## config.mk

```make
export PLATFORM = sky130hd
export DESIGN_NAME = region_router
export DESIGN_NICKNAME = d
export VERILOG_FILES = /design/src/source/psx_mem_pkg.sv /design/src/source/region_router.sv
export SDC_FILE = /design/constraint.sdc
export NUM_CORES = 1
export LEC_CHECK = 0
export BUFFER_PORTS_ARGS = -buffer_cell sky130_fd_sc_hd__buf_2
export CAP_MARGIN = 20
export CORE_MARGIN = 2
export CORE_UTILIZATION = 24
export DETAILED_ROUTE_END_ITERATION = 8
export PLACE_DENSITY = 0.93
export SKIP_CTS_REPAIR_TIMING = 1
export SYNTH_ARGS = -nofsm -noshare
export SYNTH_HDL_FRONTEND = slang
export SYNTH_SLANG_ARGS = --single-unit
```

## constraint.sdc

```tcl
create_clock -name clk -period 1.8 [get_ports clk]
set_input_delay 0 -clock clk [delete_from_list [all_inputs] [get_ports clk]]
set_output_delay 0 -clock clk [all_outputs]
set_load 0.03 [all_outputs]
```

## src/source/psx_mem_pkg.sv

```systemverilog
// psx memory package: shared word, address and lane types plus scratchpad window constants
package psx_mem_pkg;

   // bus payload types
   typedef logic [31:0] word_t;            // one data word
   typedef logic [31:0] addr_t;            // byte address
   typedef logic [3:0]  sel_t;             // byte lanes, bit 0 is the low byte

   // scratchpad window
   localparam addr_t SCPAD_BASE  = 32'h1F80_0000; // start of the 1 KiB window
   localparam int    SCPAD_WORDS = 256;           // depth in words

   // region picked by the router
   typedef enum logic {
      REGION_MAIN  = 1'b0,                 // main ram, mirrored
      REGION_SCPAD = 1'b1                  // on-chip scratchpad
   } region_e;

endpackage

```

## src/source/region_router.sv

```systemverilog
// region router: decodes the bus address and steers strobe, ack and read data per region
module region_router (
   input  logic                 clk,
   input  logic                 rst,
   // internal bus from the arbiter
   input  logic                 mem_stb_i,
   input  psx_mem_pkg::addr_t   mem_adr_i,
   output logic                 mem_ack_o,
   output psx_mem_pkg::word_t   mem_rdat_o,
   // scratchpad side
   output logic                 scp_stb_o,
   input  logic                 scp_ack_i,
   input  psx_mem_pkg::word_t   scp_rdat_i,
   // main ram side
   output logic                 ram_stb_o,
   input  logic                 ram_ack_i,
   input  psx_mem_pkg::word_t   ram_rdat_i
);
   import psx_mem_pkg::*;

   localparam addr_t SCPAD_END = SCPAD_BASE + addr_t'(SCPAD_WORDS * 4); // first byte past window

   logic    hit_scpad;
   region_e cur_region;                    // live decode
   region_e region_q;                      // region of the access in flight
   logic    stb_d;                         // strobe one cycle back

   // window compare
   assign hit_scpad  = (mem_adr_i >= SCPAD_BASE) && (mem_adr_i < SCPAD_END);
   assign cur_region = hit_scpad ? REGION_SCPAD : REGION_MAIN;

   // strobe goes to one region only
   assign scp_stb_o = mem_stb_i && (cur_region == REGION_SCPAD);
   assign ram_stb_o = mem_stb_i && (cur_region == REGION_MAIN);

   // capture region at strobe start
   always_ff @(posedge clk or posedge rst) begin
      if (rst) begin
         stb_d    <= 1'b0;
         region_q <= REGION_MAIN;
      end else begin
         stb_d <= mem_stb_i;
         if (mem_stb_i && !stb_d) begin
            region_q <= cur_region;
         end
      end
   end

   // return path follows the captured region
   always_comb begin
      if (region_q == REGION_SCPAD) begin
         mem_ack_o  = scp_ack_i;
         mem_rdat_o = scp_rdat_i;
      end else begin
         mem_ack_o  = ram_ack_i;
         mem_rdat_o = ram_rdat_i;
      end
   end

endmodule

```

Word-level counts from Yosys, hierarchy flattened

Cells that the tools add are included.

Magnitude comparators: 2
Multiplexer cells: 3
Bitwise gates (word level): 1
Reductions and logical operators: 5

Operator list:

| cell                   | number |
|---|---|
| $ge A32 B29 Y1 const B | 1 |
| $lt A32 B29 Y1 const B | 1 |
| $mux W32               | 1 |
| $logic_and A1 B1 Y1    | 4 |
| $mux W1                | 2 |
| $logic_not A1 Y1       | 1 |
| $not A1 Y1             | 1 |

Register bits after elaboration: 2
Bits of input ports: 101

Longest topological paths before layout

Gate-level depths: netlist of the first run.

Depth in word-level cells: 5
Depth in mapped cells: 4

Worst setup path after synthesis of the first run

Ideal clock, no wire load.

Path kind: input port to output port
Start: input port mem_adr_i[20]
End: output port scp_stb_o
Data arrival time: 1.135 ns
Required time: 1.800 ns
Path slack: 0.665 ns
Cell stages on the path: 3
Buffers on the path: 0
Cell sequence: nor4_2 -> nand4_1 -> nor3_1

Cells in the longest elaborated chain, start to end: 4
Elaborated cells between the ends (all ways): 5
Those cells by class: order compare: 2; mux: 1; reduce/logical: 2

RTL lines:

| item                                             | RTL line            | source |
|---|---|---|
| from (decl)                                      | region_router.sv:7  | `input psx_mem_pkg::addr_t mem_adr_i,` |
| $ge A32 B29 Y1 or $lt A32 B29 Y1 (tied branches) | region_router.sv:29 | `assign hit_scpad = (mem_adr_i >= SCPAD_BASE) && (mem_adr_i < SCPAD_END);` |
| $logic_and A1 B1 Y1 (*)                          | region_router.sv:29 |  |
| $mux W1 (*)                                      | region_router.sv:30 | `assign cur_region = hit_scpad ? REGION_SCPAD : REGION_MAIN;` |
| $logic_and A1 B1 Y1 (*)                          | region_router.sv:33 | `assign scp_stb_o = mem_stb_i && (cur_region == REGION_SCPAD);` |
| to (decl)                                        | region_router.sv:11 | `output logic scp_stb_o,` |

Every way passes the cells marked *; elsewhere a longest branch is shown, timed or not.

Worst setup path in the final report of the first run

Start: register region_q
End: output port mem_rdat_o[3]

Cells in the longest elaborated chain, start to end: 1

RTL lines:

| item                   | RTL line            | source |
|---|---|---|
| from (decl)            | region_router.sv:25 | `region_e region_q;` |
| from (signal assigned) | region_router.sv:44 | `region_q <= cur_region;` |
| $mux W32               | region_router.sv:51 | `if (region_q == REGION_SCPAD) begin` |
| to (decl)              | region_router.sv:9  | `output psx_mem_pkg::word_t mem_rdat_o,` |

Every way passes these cells.

==> flow_metrics.env, run 1 <==
export IMPL_fin_nets=283
export IMPL_max_slew_margin_pct=74.4
export IMPL_r2r_slack_ns=0.98
export IMPL_yosysSeqAreaShare_pct=8.95
export IMPL_totalPowerFinal_mw=0.410
export IMPL_clock_skew_ns=0.00454
export IMPL_timing_critical_path_required_ns=1.80
export IMPL_post_route_drc_count=0
export IMPL_cts_root_buf="clkbuf_4"
export IMPL_clock_path_buffers=2
export IMPL_post_place_cells=203
export IMPL_yosysUniqueCellTypes=15
export IMPL_rr_startpoint="stb_d"
export IMPL_ir_drop_mv=0.281
export IMPL_routed_wirelength_um=2440
export IMPL_hp_class="in -> reg"
export IMPL_synthTopCellsByArea="mux2_2 (66%), dfrtp_1 (8.9%), and4bb_2 (4.5%)"
export IMPL_synth_top_area_share_pct=66.4
export IMPL_die_h_um=52.3
export IMPL_synthFlopType="dfrtp_1"
export IMPL_first_pass_iters=3
export IMPL_ys_warn_count=0
export IMPL_drive_gt1_share_pct=92.8
export IMPL_synthTopCellsByCount="mux2_2 (33), buf_4 (3)"
export IMPL_period_minus_slack_ns=1.49
export IMPL_worstHoldStart="mem_adr_i[28]"
export IMPL_routabilityCongestion=0.696
export IMPL_synth_area_um2=559
export IMPL_finalSetupViolCount=0
export IMPL_io_pins=136
export IMPL_synth_top_area_cell="mux2_2"
export IMPL_vias_per_cell=4.49
export IMPL_clock_latency_ns=0.22
export IMPL_drv_slew=0
export IMPL_clkSlewWorstSetupHoldPaths_ns=0.03
export IMPL_syn_inst=53
export IMPL_drt_iter0_drc=2
export IMPL_fin_tns_setup_ns=0
export IMPL_core_mm2=0.00221
export IMPL_ys_seq_elements=2
export IMPL_grt_overflow=0
export IMPL_rows=17
export IMPL_grt_pass1_wl_um=3230
export IMPL_grt_antenna_before_repair=0
export IMPL_antenna_cells=0
export IMPL_fin_cells=208
export IMPL_numCtsBuffers=3
export IMPL_start_util_pct=25.3
export IMPL_cp_arrival_ns=1.49
export IMPL_rsz0062_at_grt="false"
export IMPL_grt_max_degree=34
export IMPL_grt_pass1_vias=839
export IMPL_syn_area_per_cell_um2=10.6
export IMPL_place_port_buffers=125
export IMPL_synthArstFlopShare_pct=100
export IMPL_synth_edf_count=0
export IMPL_cts_tree="yes"
export IMPL_crit_path_start="region_q"
export IMPL_grtUsageTotal_pct=15.3
export IMPL_finalHoldViolations=0
export IMPL_ant_nets=0
export IMPL_critPathKind="reg -> out"
export IMPL_wl_per_cell_um=11.7
export IMPL_maxCapViolCount=0
export IMPL_critPathCaptureType="output pin"
export IMPL_dieArea_mm2=0.00273
export IMPL_clock_sinks=2
export IMPL_area_growth_syn_to_layout_pct=122
export IMPL_fp_dieW_um=52.3
export IMPL_status="finished clean"
export IMPL_vias=934
export IMPL_critPathMaxFanout=33
export IMPL_tightest_slew_ns=0.384
export IMPL_period_share_pct=82.9
export IMPL_fmax_mhz=670
export IMPL_h_tree_depth=1
export IMPL_cp_start_kind="flop"
export IMPL_synth_nets=154
export IMPL_post_synth_top_count_cell="mux2_2"
export IMPL_p_leak_nw=0.693
export IMPL_p_per_area_mw_per_mm2=330
==> report_power, final <==
group	internal (mW)	leakage, nW	switching (mW)
Clock	0.0737	0.0138	0.0251
Combinational	0.129	0.653	0.136
Sequential	0.0464	0.0256	0.000208
Total	0.249	0.693	0.161
==> worst max-delay path: stages (launching register included) <==
cell and delay [ns]:
dfrtp_1 0.33, buf_4 0.36, mux2_2 0.39, buf_2 0.18
==> layout make-up <==
| class | count | area [um2] |
|---|---|---|
| Fill cell | 208 | 970 |
| Timing Repair Buffer | 128 | 653 |
| Multi-Input combinational cell | 45 | 474 |
| Sequential cell | 2 | 50.0 |
| Tap cell | 28 | 35.0 |
| Clock buffer | 3 | 22.5 |
| Inverter | 2 | 7.51 |
==> sequential cells by signal, summed over array words and instances, names as in the netlist <==
register and cells:
region_q 1, stb_d 1
==> kinds of logic after synthesis <==
kind of cell           Yosys count  synth area share [%]
AOI/OAI and AO/OA                2                  3.58
buffers and inverters            6                  6.26
and+or+nand+nor                 10                  14.8
DFF                              2                  8.95
muxes                           33                  66.4
==> path summary, 6_finish.rpt <==
check / to / depth (start not counted)
max in group asynchronous: stb_d / 3
worst min-delay path: region_q / 3
worst max-delay path: mem_rdat_o[3] / 3
worst min register to register: region_q / 2
worst max register to register: region_q / 2
min in group asynchronous: region_q / 3
==> cells in the final DEF (no fill, tap or decap) <==
| cell | count |
|---|---|
| and4bb_2 | 2 |
| buf_2 | 125 |
| buf_4 | 1 |
| clkbuf_4 | 3 |
| dfrtp_1 | 2 |
| dlygate4sd3_1 | 2 |
| inv_1 | 2 |
| mux2_2 | 33 |
| nand2_1 | 1 |
| nand2b_1 | 1 |
| nand3_1 | 1 |
| nand4_1 | 1 |
| nor3_1 | 1 |
| nor4_1 | 1 |
| nor4_2 | 2 |
| o21a_1 | 1 |
| o31ai_2 | 1 |
==> through the flow <==
step | util, % | setup slack, ns | hold slack (ns) | cell area, um2
after CTS | 55.3 | 0.299 | -0.386 | 1220
after global placement | 54.2 | 0.540 | -0.146 | 1200
after floorplan | - | 0.665 | -0.259 | 559
after global routing | 56.2 | 0.217 | 0.121 | 1240
after detailed placement | 54.2 | 0.540 | -0.150 | 1200
final | 56.2 | 0.308 | 0.0985 | 1240
==> layer usage <==
metal	routed length (um)	vias to the layer above	part of all wire (%)	GRT usage [%]
met3	321	2	13	2.86
met2	1320	64	54	31.2
met5	0	-	0	0
li1	-	457	-	-
met1	785	411	32	15.4
met4	13	0	0.53	3.85
No activity file was read; power rests on OpenSTA's default activity.
==> inputs of run 2 (changes only) <==
--- a/config.mk
+++ b/config.mk
@@ -8,9 +8,9 @@
 export BUFFER_PORTS_ARGS = -buffer_cell sky130_fd_sc_hd__buf_2
 export CAP_MARGIN = 20
 export CORE_MARGIN = 2
-export CORE_UTILIZATION = 24
+export CORE_UTILIZATION = 22
 export DETAILED_ROUTE_END_ITERATION = 8
-export PLACE_DENSITY = 0.93
+export PLACE_DENSITY = 0.87
 export SKIP_CTS_REPAIR_TIMING = 1
 export SYNTH_ARGS = -nofsm -noshare
 export SYNTH_HDL_FRONTEND = slang
==> constraint.sdc (replaced) <==
create_clock -name clk -period 1.5 [get_ports clk]
set_input_delay 0 -clock clk [delete_from_list [all_inputs] [get_ports clk]]
set_output_delay 0 -clock clk [all_outputs]
set_load 0.03 [all_outputs]
==> flow_metrics.env, run 2 (same netlist as run 1, synthesis figures left out) <==
export IMPL_status="finished clean"
export IMPL_core_mm2=0.00243
export IMPL_wl_per_cell_um=12.7
export IMPL_place_hpwl_um=2360
export IMPL_fp_dieW_um=54.4
export IMPL_ir_drop_mv=0.363
export IMPL_finalHoldViolations=0
export IMPL_start_util_pct=23.0
export IMPL_layout_common_cells="buf_2 (125), mux2_2 (33), clkbuf_4 (3)"
export IMPL_dieArea_mm2=0.00296
export IMPL_ant_nets=0
export IMPL_hp_class="in -> reg"
export IMPL_period_share_pct=91.3
export IMPL_grt_pass1_wl_um=3170
export IMPL_rows=18
export IMPL_maxCapViolCount=0
export IMPL_cts_tree="yes"
export IMPL_cp_start_kind="flop"
export IMPL_fin_tns_setup_ns=0
export IMPL_power_frac_seq_pct=11.3
export IMPL_drive_gt1_share_pct=92.8
export IMPL_rsz0062_at_grt="false"
export IMPL_final_common_cell="buf_2"
export IMPL_routed_wirelength_um=2680
export IMPL_grt_max_degree=21
export IMPL_drv_slew=0
export IMPL_first_pass_iters=2
export IMPL_cp_slowest_stage_delay_ns=0.37
export IMPL_clock_latency_ns=0.22
export IMPL_clkSlewWorstSetupHoldPaths_ns=0.03
export IMPL_crit_path_top_delay_cell="mux2_2"
export IMPL_p_leak_nw=0.698
export IMPL_routabilityCongestion=0.685
export IMPL_grt_overflow=0
export IMPL_io_pins=136
export IMPL_sw_frac_of_total_pct=39.8
export IMPL_critPathKind="reg -> out"
export IMPL_critPathCaptureType="output pin"
export IMPL_combPwrFrac_pct=64.7
export IMPL_p_per_area_mw_per_mm2=396
export IMPL_fmax_mhz=730
export IMPL_switchingPower_mw=0.197
export IMPL_whs_ns=0.111
export IMPL_p_int_mw=0.298
export IMPL_fill_cells=247
export IMPL_clock_path_buffers=2
export IMPL_die_h_um=54.4
export IMPL_fin_nets=284
export IMPL_post_place_cells=206
export IMPL_seq_area_um2=50.0
export IMPL_timing_critical_path_required_ns=1.50
export IMPL_max_slew_margin_pct=83.1
export IMPL_tightest_slew_ns=0.251
export IMPL_grtUsageTotal_pct=14.9
export IMPL_clock_sinks=2
export IMPL_utilization_pct=51.5
export IMPL_antenna_cells=0
export IMPL_power_share_clock_pct=24.0
export IMPL_numCtsBuffers=3
export IMPL_clock_skew_ns=0.00000562
export IMPL_drt_iter0_drc=9
export IMPL_grt_antenna_before_repair=0
export IMPL_fin_cells=211
export IMPL_post_route_drc_count=0
export IMPL_cts_root_buf="clkbuf_4"
export IMPL_reg_top3="region_q (1), stb_d (1)"
export IMPL_crit_chain="buf_4 > mux2_2 > buf_2"
export IMPL_place_port_buffers=125
export IMPL_cp_arrival_ns=1.37
export IMPL_finalSetupViolCount=0
export IMPL_period_minus_slack_ns=1.37
export IMPL_grt_pass1_vias=782
export IMPL_h_tree_depth=1
export IMPL_vias_per_cell=4.42
export IMPL_critPathMaxFanout=20
export IMPL_area_growth_syn_to_layout_pct=124
export IMPL_vias=933
export IMPL_multi_input_area_um2=474
export IMPL_r2r_slack_ns=0.67
==> run 2: changes by cell type in the layout (fill, tap and decap cells not counted) <==
| cell | previous run | this run |
|---|---|---|
| buf_4 | 1 | 2 |
==> run 2: per-stage QoR <==
stage	cell area (um2)	total power, mW	worst slack (ns)
after CTS	1230	0.500	0.120
after floorplan	559	0.213	0.365
after global placement	1210	0.369	0.369
after detailed placement	1210	0.374	0.364
after global routing	1250	0.531	0.0828
final	1250	0.496	0.130
==> run 2: worst max-delay path: cells and delay by family (launching register included) <==
family / cells / cell delay (ns)
buffers and inverters: 2 / 0.44
multiplexers: 1 / 0.37
flip-flops: 1 / 0.33
==> run 2: per-layer routing <==
| metal | GRT usage, % | vias up | part of all wire (%) |
|---|---|---|---|
| met2 | 26.7 | 59 | 50 |
| met1 | 15.7 | 414 | 36 |
| met5 | 0 | - | 0 |
| met3 | 6.01 | 0 | 14 |
| met4 | 5.00 | 0 | 0 |
| li1 | - | 460 | - |
==> run 2: power groups by stage <==
stage / clock (mW) / sequential, mW / combinational [mW]
after floorplan: 0 / 0.0564 / 0.156
after global placement: 0 / 0.0565 / 0.313
after detailed placement: 0 / 0.0565 / 0.318
after CTS: 0.125 / 0.0559 / 0.320
after global routing: 0.129 / 0.0560 / 0.346
final: 0.119 / 0.0559 / 0.321
==> run 2: cell type report <==
| cell class | instances | share of cell area, % |
|---|---|---|
| clock buffers | 3 | 1.80 |
| inverters | 2 | 0.599 |
| multi-input cells | 45 | 37.9 |
| flip-flops and latches | 2 | 4.00 |
| well taps | 30 | 3.00 |
| repair buffers | 129 | 52.7 |
==> run 2: final timing paths <==
check | start | end | cells after the start
min in group asynchronous | rst | region_q | 3
setup / recovery | region_q | mem_rdat_o[11] | 3
hold / removal | mem_adr_i[28] | region_q | 3
hold reg to reg | stb_d | region_q | 2
setup reg to reg | stb_d | region_q | 2
max in group asynchronous | rst | stb_d | 3
