## src/source/psx_mem_pkg.sv

```systemverilog
// psx memory package: shared word, address and lane types plus scratchpad window constants
package psx_mem_pkg;

   // bus payload types
   typedef logic [31:0] word_t;            // one data word
   typedef logic [31:0] addr_t;            // byte address
   typedef logic [3:0]  sel_t;             // byte lanes, bit 0 is the low byte

   // scratchpad window
   localparam addr_t SCPAD_BASE  = 32'h1F80_0000; // start of the 1 KiB window
   localparam int    SCPAD_WORDS = 256;           // depth in words

   // region picked by the router
   typedef enum logic {
      REGION_MAIN  = 1'b0,                 // main ram, mirrored
      REGION_SCPAD = 1'b1                  // on-chip scratchpad
   } region_e;

endpackage

```

## src/source/mem_arbiter.sv

```systemverilog
// memory arbiter: zero-fills main ram after reset, then serves the data and instruction ports
module mem_arbiter #(
   parameter int MAIN_WORDS = 256
) (
   input  logic                 clk,
   input  logic                 rst,
   // cpu data port
   input  logic                 dat_cyc_i,
   input  logic                 dat_stb_i,
   input  logic                 dat_we_i,
   input  psx_mem_pkg::sel_t    dat_sel_i,
   input  psx_mem_pkg::addr_t   dat_adr_i,
   input  psx_mem_pkg::word_t   dat_dat_i,
   output logic                 dat_ack_o,
   output psx_mem_pkg::word_t   dat_dat_o,
   // cpu instruction port
   input  logic                 ins_cyc_i,
   input  logic                 ins_stb_i,
   input  psx_mem_pkg::addr_t   ins_adr_i,
   output logic                 ins_ack_o,
   output psx_mem_pkg::word_t   ins_dat_o,
   // internal bus towards the router
   output logic                 mem_stb_o,
   output logic                 mem_we_o,
   output psx_mem_pkg::sel_t    mem_sel_o,
   output psx_mem_pkg::addr_t   mem_adr_o,
   output psx_mem_pkg::word_t   mem_wdat_o,
   input  logic                 mem_ack_i,
   input  psx_mem_pkg::word_t   mem_rdat_i
);
   import psx_mem_pkg::*;

   typedef enum logic [2:0] {
      INIT_WRITE,                          // fill word in flight
      INIT_WAIT,                           // region drops ack, step address
      IDLE,
      ACCESS,                              // cpu access in flight
      RESPOND                              // port ack cycle
   } state_t;

   localparam addr_t FILL_LAST = addr_t'((MAIN_WORDS - 1) * 4); // last word of main ram

   state_t state;
   addr_t  fill_adr;                       // zero-fill byte address
   logic   stb_q;
   logic   we_q;
   sel_t   sel_q;
   addr_t  adr_q;
   word_t  wdat_q;
   logic   ins_owner;                      // 1 when the current access is a fetch
   logic   dat_ack_q;
   logic   ins_ack_q;
   word_t  dat_lat;                        // held data port read word
   word_t  ins_lat;                        // held fetch word
   logic   filling;
   logic   dat_req;
   logic   ins_req;

   assign dat_req = dat_cyc_i & dat_stb_i;
   assign ins_req = ins_cyc_i & ins_stb_i;
   assign filling = (state == INIT_WRITE) || (state == INIT_WAIT);

   // control path
   always_ff @(posedge clk or posedge rst) begin
      if (rst) begin
         state     <= INIT_WRITE;
         fill_adr  <= '0;
         stb_q     <= 1'b0;
         ins_owner <= 1'b0;
         dat_ack_q <= 1'b0;
         ins_ack_q <= 1'b0;
      end else begin
         case (state)
            INIT_WRITE: begin
               if (!stb_q) begin
                  stb_q <= 1'b1;           // launch fill write
               end else if (mem_ack_i) begin
                  stb_q <= 1'b0;
                  state <= INIT_WAIT;
               end
            end
            INIT_WAIT: begin
               if (fill_adr == FILL_LAST) begin
                  state <= IDLE;           // fill done, open the ports
               end else begin
                  fill_adr <= fill_adr + addr_t'(4);
                  state    <= INIT_WRITE;
               end
            end
            IDLE: begin
               if (dat_req) begin          // data wins a tie
                  ins_owner <= 1'b0;
                  stb_q     <= 1'b1;
                  state     <= ACCESS;
               end else if (ins_req) begin
                  ins_owner <= 1'b1;
                  stb_q     <= 1'b1;
                  state     <= ACCESS;
               end
            end
            ACCESS: begin
               if (mem_ack_i) begin
                  stb_q     <= 1'b0;
                  dat_ack_q <= !ins_owner; // port ack lands next cycle
                  ins_ack_q <= ins_owner;
                  state     <= RESPOND;
               end
            end
            RESPOND: begin
               dat_ack_q <= 1'b0;          // single cycle pulse
               ins_ack_q <= 1'b0;
               state     <= IDLE;
            end
            default: state <= IDLE;
         endcase
      end
   end

   // request fields and read latches
   always_ff @(posedge clk) begin
      if (state == INIT_WRITE && !stb_q) begin
         adr_q  <= fill_adr;
         we_q   <= 1'b1;
         wdat_q <= '0;                     // clear value
      end else if (state == IDLE && dat_req) begin
         adr_q  <= dat_adr_i;
         we_q   <= dat_we_i;
         sel_q  <= dat_sel_i;
         wdat_q <= dat_dat_i;
      end else if (state == IDLE && ins_req) begin
         adr_q  <= ins_adr_i;
         we_q   <= 1'b0;                   // fetch is read only
         sel_q  <= '1;
      end
      if (state == ACCESS && mem_ack_i && !we_q) begin
         if (ins_owner) begin
            ins_lat <= mem_rdat_i;
         end else begin
            dat_lat <= mem_rdat_i;
         end
      end
   end

   assign mem_stb_o  = stb_q;
   assign mem_we_o   = we_q;
   assign mem_sel_o  = filling ? '1 : sel_q; // full words during fill
   assign mem_adr_o  = adr_q;
   assign mem_wdat_o = wdat_q;

   assign dat_ack_o  = dat_ack_q;
   assign ins_ack_o  = ins_ack_q;
   assign dat_dat_o  = dat_lat;
   assign ins_dat_o  = ins_lat;

endmodule

```

## config.mk

```make
export PLATFORM = sky130hd
export DESIGN_NAME = mem_arbiter
export DESIGN_NICKNAME = d
export VERILOG_FILES = /design/src/source/psx_mem_pkg.sv /design/src/source/mem_arbiter.sv
export SDC_FILE = /design/constraint.sdc
export NUM_CORES = 1
export LEC_CHECK = 0
export ABC_AREA = 1
export BUFFER_PORTS_ARGS = -buffer_cell sky130_fd_sc_hd__buf_2
export CORE_MARGIN = 2
export CORE_UTILIZATION = 40
export DETAILED_ROUTE_END_ITERATION = 8
export PLACE_DENSITY = 0.73
export SETUP_SLACK_MARGIN = 0.02
export SLEW_MARGIN = 20
export SYNTH_ARGS = -nofsm -noshare
export SYNTH_HDL_FRONTEND = slang
export SYNTH_SLANG_ARGS = --single-unit
```

## constraint.sdc

```tcl
create_clock -name clk -period 8.2 [get_ports clk]
set_input_delay 1.23 -clock clk [delete_from_list [all_inputs] [get_ports clk]]
set_output_delay 1.23 -clock clk [all_outputs]
set_load 0.005 [all_outputs]
```

# Word level (Yosys, flattened, before mapping)

Cells that the tools add are included.

Bits of input ports: 140
Flip-flop bits (word level): 172

Reductions and logical operators: 23
Multiplexer cells: 26
Add/subtract/negate cells: 1
Eq/ne operators: 9
Bitwise operators: 5

Operators with widths:

| operator                                                                 | count |
|---|---|
| 32-bit two-way mux                                                       | 3 |
| 32-bit by 3-bit adder with 32-bit output (second input constant)         | 1 |
| 32-bit by 10-bit equality test with 1-bit output (second input constant) | 1 |
| 3-bit two-way mux                                                        | 5 |
| 4-bit two-way mux                                                        | 3 |
| 3-bit case mux with 4 select lines                                       | 1 |
| 2-bit AND reduction                                                      | 6 |
| 1-bit two-way mux                                                        | 10 |
| 3-bit by 2-bit equality test with 1-bit output (second input constant)   | 2 |
| 2-bit inequality test (second input constant)                            | 3 |
| 2-bit nonzero test                                                       | 3 |
| 3-bit nonzero test                                                       | 2 |
| 1-bit logical AND                                                        | 5 |
| 1-bit case mux with 2 select lines                                       | 2 |
| 4-bit AND reduction                                                      | 1 |
| 3-bit by 1-bit equality test with 1-bit output (second input constant)   | 1 |
| 3-bit equality test (second input constant)                              | 1 |
| 1-bit logical NOT                                                        | 3 |
| 3-bit logical NOT                                                        | 1 |
| 3-bit inequality test (second input constant)                            | 1 |
| 1-bit NOT                                                                | 3 |
| 1-bit case mux with 3 select lines                                       | 1 |
| 3-bit AND reduction                                                      | 1 |
| 1-bit bitwise AND                                                        | 2 |
| 2 further kinds                                                          | 2 |

# Depth between registers and ports, before layout

Gate-level depths: netlist of run 1.

Depth in word-level cells: 5
Mapped depth: 11
Gate-level depth less buffers: 10

# Worst setup path before layout of run 1

No wires, ideal clock.

Path kind: input -> register
From: input mem_ack_i
To: register dat_lat[0], in the netlist dat_dat_o[0] (enable)
Arrival: 3.525 ns
Library setup time: 0.461 ns
Stages on the path: 2
Slack: 4.213 ns
Data required time: 7.739 ns
Cell sequence: nand2_1 -> nor3_1

Cells in the longest elaborated chain, start to end: 3

RTL lines:

| item                            | RTL line           | text |
|---|---|---|
| start, declared                 | mem_arbiter.sv:28  | `input logic mem_ack_i,` |
| 1-bit logical AND (2 in series) | mem_arbiter.sv:135 | `if (state == ACCESS && mem_ack_i && !we_q) begin` |
| 2-bit AND reduction (no line)   | n/a                |  |
| end signal, assigned            | mem_arbiter.sv:139 | `dat_lat <= mem_rdat_i;` |
| end, declared                   | mem_arbiter.sv:53  | `word_t dat_lat;` |

Every way passes these cells.
A chain may end at the register's enable or synchronous reset.

# Worst setup path after layout of run 1

From: input dat_stb_i
To: register adr_q[20], in the netlist mem_adr_o[20], data pin

Cells in the longest elaborated chain, start to end: 4

RTL lines:

| item                 | RTL line           | text |
|---|---|---|
| start, declared      | mem_arbiter.sv:9   | `input logic dat_stb_i,` |
| 1-bit bitwise AND    | mem_arbiter.sv:59  | `assign dat_req = dat_cyc_i & dat_stb_i;` |
| 1-bit logical AND    | mem_arbiter.sv:125 | `end else if (state == IDLE && dat_req) begin` |
| 32-bit two-way mux   | mem_arbiter.sv:125 |  |
| 32-bit two-way mux   | mem_arbiter.sv:121 | `if (state == INIT_WRITE && !stb_q) begin` |
| end signal, assigned | mem_arbiter.sv:122 | `adr_q <= fill_adr;` |
| end signal, assigned | mem_arbiter.sv:126 | `adr_q <= dat_adr_i;` |
| end signal, assigned | mem_arbiter.sv:131 | `adr_q <= ins_adr_i;` |
| end, declared        | mem_arbiter.sv:48  | `addr_t adr_q;` |

Every way passes these cells.

==> results of run 1 <==
metrics by stage:
stage,power [uW],util
2_1_floorplan,1713,-
3_3_place_gp,2009,0.4937
3_5_place_dp,2032,0.4937
4_1_cts,2878,0.5282
5_1_grt,3019,0.5295
6_report,2847,0.5295
registers in the layout, summed over array words and instances (netlist names):
name,flops
mem_wdat_o,32
dat_dat_o,32
state,3
mem_stb_o,1
mem_we_o,1
ins_ack_o,1
dat_ack_o,1
sel_q,4
mem_adr_o,32
ins_dat_o,32
fill_adr,30
ins_owner,1
logic make-up after synthesis:
kind of cell | count (synthesis)
simple gates | 426
fa+ha+maj | 1
xor+xnor | 13
compound gates | 105
flops | 170
buf+inv | 73
cell type report:
cell class | count | area (um2) | share of cell area
inverters | 43 | 167.7 | 0.01757
flip-flops and latches | 170 | 4589 | 0.4809
multi-input cells | 545 | 2442 | 0.2559
clock buffers | 17 | 425.4 | 0.04457
clock inverters | 15 | 196.4 | 0.02058
diodes | 1 | 2.502 | 0.0002622
repair buffers | 281 | 1434 | 0.1502
well taps | 229 | 286.5 | 0.03002
critical path, cell delays in order:
cell and delay [ps]:
buf_2 120, nand4_4 400, clkinv_2 870, a21oi_1 400, a22oi_1 90
how the worst max path moves through the flow:
stage               startpoint            end  slack, ps  cells past startpoint
floorplan            mem_ack_i   dat_dat_o[0]       4210                      2
global placement     dat_stb_i  mem_adr_o[19]       4210                      5
detailed placement   dat_cyc_i  mem_adr_o[21]       4140                      5
CTS                  dat_cyc_i   mem_adr_o[3]       4630                      5
global route         dat_stb_i  mem_adr_o[19]       4910                      5
finish               dat_stb_i  mem_adr_o[20]       5200                      5
power breakdown:
part / leakage, uW / internal, uW / total [uW] / switching [uW]
clock: 0.000305 / 467 / 841 / 375
sequential: 0.00168 / 1140 / 1240 / 98.1
combinational: 0.00239 / 288 / 763 / 475
layer usage:
layer  vias up  track usage  wire length (um)
li1       3129            -                 -
met1      2899       0.2681              8647
met2       243       0.3433             10070
met3        33      0.04921              1389
met4         0      0.09421               539
met5         -            0                 0
placed cells by master (no fill, tap or decap), drive strengths merged:
cell type	count
o21ai	7
inv	49
a22oi	16
nand4	4
dfxtp	33
xor2	7
or2	4
a21boi	1
diode	1
ha	1
edfxtp	100
bufinv	2
clkinv	7
a21oi	81
nand3	18
nor3	2
dfrtp	37
xnor2	6
nor2	89
nand2	309
buf	281
clkbuf	17
==> flow_summary.ini, run 1 <==
[routing]
viasPerCell = 4.846
drt_drc_violations_left = 0
wl_per_cell_um = 15.87
wl_um = 20640
ant_nets = 0
vias = 6304
first_pass_iters = 5
drt_iter0_drc = 407

[logic_synthesis]
ys_seq_area_frac = 0.6217
synth-seq-cells = 170
synth_area_mm2 = 0.007382
synthAdderAreaFrac = 0.001695
async_flop_share = 0.2176
synth-simple-area-share = 0.2331
synth-compound-area-share = 0.07847
synth_most_common_cell = nand2_1
postSynthAreaPerCell_um2 = 9.368
netlist_instances = 788
synth.area.top_cells = edfxtp_1 (41%), nand2_1 (16%), dfrtp_1 (13%)
synth_top_cell_by_area = edfxtp_1
synth.top_cell.area_share = 0.4068
synth-edff-count = 100
synth_top_family_by_area = simple AND/OR/NAND/NOR gates
synth_fp_nets = 929
muxShareOfSynthArea = 0
synth.distinct_cells = 30
synth-warning-count = 0
synth-main-ff-cell = edfxtp_1
synth.top_cells.by_count = nand2_1 (307), edfxtp_1 (100), a21oi_1 (81), nor2_1 (81)
synth_xor_area_frac = 0.01542

[sta]
rsz0062_at_grt = false
worst_slew_pin_slew_ps = 945.3
setup_viol = 0
period_minus_slack_ps = 3004
fin_tns_setup_ps = 0
fin_worst_skew_ps = 9.670
period_share = 0.3663
finalHoldViolations = 0
drv_slew = 0
fmax_mhz = 332.9
slew_headroom = 0.3698
setup_slack_ps = 5196
hold_ws_ps = 462.3

[job]
maxCapViolCount = 0

[floorplan]
core_area_mm2 = 0.01802
start_util = 0.4096
die_area_mm2 = 0.01956
ioPinCount = 276
die_h_um = 139.9
die_w_um = 139.9
rows = 49

[setup_path]
worst_ep_arrival_time_ps = 3150
cp_data_required_time_ps = 8350
r2r_start = state[2]
r2r_slack_ps = 5540
end_kind = register
r2r_cells = 5
crit_path_max_fanout = 66
cp-start-kind = input port
path_class = in -> reg
timing.rr.end = mem_adr_o[20]

[placement]
io_buffer_count = 275
dp_hpwl_um = 15160
place_congestion = 0.9130
pre_cts_slack_ps = 4142
placedCellCount = 1267
placed_cell_area_mm2 = 0.008899

[pwr]
irDropWorstVdd_uv = 171.1
power.leakage_uw = 0.004375
power_per_cell_area_mw_per_mm2 = 298.3

[finish]
final_cell_count_no_fill = 1301
nets = 1199
area_growth_pct = 29.29
final_cell_area_mm2 = 0.009544
fillers = 1659
drive_gt1_frac = 0.3156

[clock_network]
cts_max_level = 4
root_buffer = clkbuf_16
cts_buffers = 17
postCtsSetupRepairBufs = 0
cts_resized = 0
cts.sinks = 170
cts_tree = done
hold_buffers = 0
clockBufferDepth = 2
insertion_delay_ps = 430
cts.clk_slew.worst_paths_ps = 70

[global_route]
grt_pass1_wl_um = 32240
antenna_found_initial = 1
track_usage = 0.2106
overflow = 0
grt_max_degree = 82
grt_pass1_vias = 6038

[worst_hold_path]
hold_end = mem_wdat_o[12]
hold_class = reg -> reg
hold_depth = 2
hp-start = mem_wdat_o[12]

[outcome]
status = finished clean
Note: power is estimated with default switching activity, not from simulation.
==> run 2: changes to the inputs <==
- PLACE_DENSITY: 0.73 -> 0.76
- clock period: 8.2 -> 2.4 ns (I/O delays scaled with it)
==> run 2 against run 1 <==
Compared with the run above:
- combinational power grew to 3.6 times the previous value
- utilization grew 0.49 points
- first-iteration DRC count grew 19%
- sequential share of layout area shrank 0.44 points
- register-to-register slack lost 5100 ps
- final cell count grew 0.69%
- clock skew is essentially flat
- total power grew to 3.4 times the previous value
- routed wire length grew 1.3%
- critical path type is now reg -> reg
- critical endpoint is now mem_adr_o[27]
- highest routed layer unchanged
==> flow_summary.ini, run 2 (synthesis gave the netlist of run 1 again) <==
[floorplan]
start_util = 0.4096
core_area_mm2 = 0.01802
rows = 49
die_area_mm2 = 0.01956
die_h_um = 139.9
ioPinCount = 276
die_w_um = 139.9

[setup_path]
slowest_stage = dfrtp_1
cp-start-kind = register
r2r_start = state[2]
r2r_cells = 8
crit_path_max_fanout = 21
cpPeakStageDelay_ps = 470
crit_path_cell_trace = nor2_4 -> inv_1 -> nor2_1 -> inv_1 -> nor2_1 -> inv_1 -> nand2_1 -> buf_4
r2r_slack_ps = 480
cp_common_cell = inv_1
end_kind = register
path_class = reg -> reg
worst_ep_arrival_time_ps = 2020
cp_data_required_time_ps = 2500
timing.rr.end = mem_adr_o[27]

[routing]
first_pass_iters = 5
viasPerCell = 4.894
vias = 6411
drt_iter0_drc = 485
wl_um = 20910
ant_nets = 0
wl_per_cell_um = 15.96
drt_drc_violations_left = 0

[global_route]
overflow = 0
track_usage = 0.2148
antenna_found_initial = 1
grt_max_degree = 53
grt_pass1_vias = 6119
grt_pass1_wl_um = 32850

[finish]
fillers = 1626
area_growth_pct = 30.47
mostFrequentLayoutCells = nand2_1 (307), buf_2 (275), edfxtp_1 (100)
regArea_mm2 = 0.004589
drive_gt1_frac = 0.3213
nets = 1208
layout_commonest_cell = nand2_1
multiInputGateArea_mm2 = 0.002449

[sta]
period_share = 0.7986
hold_ws_ps = 47.64
period_minus_slack_ps = 1917
rsz0062_at_grt = false
drv_slew = 0
worst_slew_pin_slew_ps = 546.5
fin_tns_setup_ps = 0
finalHoldViolations = 0
slew_headroom = 0.6357
fin_worst_skew_ps = 9.978
setup_viol = 0
setup_slack_ps = 483.4
fmax_mhz = 521.8

[pwr]
swShare = 0.3377
p_seq_frac = 0.432
pwr-share-clk = 0.289
power_per_cell_area_mw_per_mm2 = 1017
p_switching_uw = 3309
internal-power_uw = 6489
power.leakage_uw = 0.004423
irDropWorstVdd_uv = 505.9
combPwrFrac = 0.279

[clock_network]
root_buffer = clkbuf_16
cts_max_level = 4
clockBufferDepth = 2
cts.clk_slew.worst_paths_ps = 70
postCtsSetupRepairBufs = 0
cts.sinks = 170
insertion_delay_ps = 430
cts_buffers = 17
cts_resized = 0
hold_buffers = 0
cts_tree = done

[outcome]
status = finished clean

[placement]
io_buffer_count = 275
place_congestion = 0.9313
pre_cts_slack_ps = 486.9
dp_hpwl_um = 15960

[worst_hold_path]
hold_class = in -> async

[job]
maxCapViolCount = 0
-- run 2: final cells by class --
type	instances	area share
Sequential cell	170	0.4765
Multi-Input combinational cell	545	0.2542
Timing Repair Buffer	290	0.1572
Clock buffer	17	0.04417
Tap cell	229	0.02975
Clock inverter	15	0.02065
Inverter	43	0.01728
Antenna cell	1	0.0002598
-- run 2: how the worst max path moves through the flow --
stage / start / end / slack [ps] / cells past startpoint
floorplan: state[2] / mem_adr_o[0] / 120 / 7
global placement: fill_adr[2] / fill_adr[30] / 580 / 11
detailed placement: state[2] / mem_adr_o[22] / 490 / 8
CTS: state[2] / mem_adr_o[21] / 490 / 8
global route: state[2] / mem_adr_o[28] / 310 / 8
finish: state[2] / mem_adr_o[27] / 480 / 8
-- run 2: per-stage QoR --
step / power, uW / utilization / std cells / area (um2)
finish: 9798 / 0.5344 / 1310 / 9632
floorplan: 5864 / - / 788 / 7396
detailed placement: 7058 / 0.4996 / 1277 / 9005
global placement: 6997 / 0.4996 / 1277 / 9005
CTS: 9902 / 0.5342 / 1309 / 9629
global route: 10370 / 0.5344 / 1310 / 9632
-- run 2: critical path, delay by kind of cell (launching register included) --
kind	cells	cell delay [ps]
buffers and inverters	4	560
AND/OR/NAND/NOR	4	550
flip-flops	1	470
-- run 2: routing by layer --
layer  GRT usage  up-vias  part of all wire
met5           0        -                 0
met2      0.3715      280              0.50
li1            -     3144                 -
met3     0.05850       32             0.075
met4     0.06526        0             0.021
met1      0.2627     2955              0.40
-- run 2: power by group through the flow --
stage          sequential (uW)  clock (uW)  combinational, uW
2_1_floorplan             4310           0               1550
3_3_place_gp              4280           0               2720
3_5_place_dp              4300           0               2760
4_1_cts                   4250        2890               2770
5_1_grt                   4310        3010               3050
6_report                  4230        2830               2730
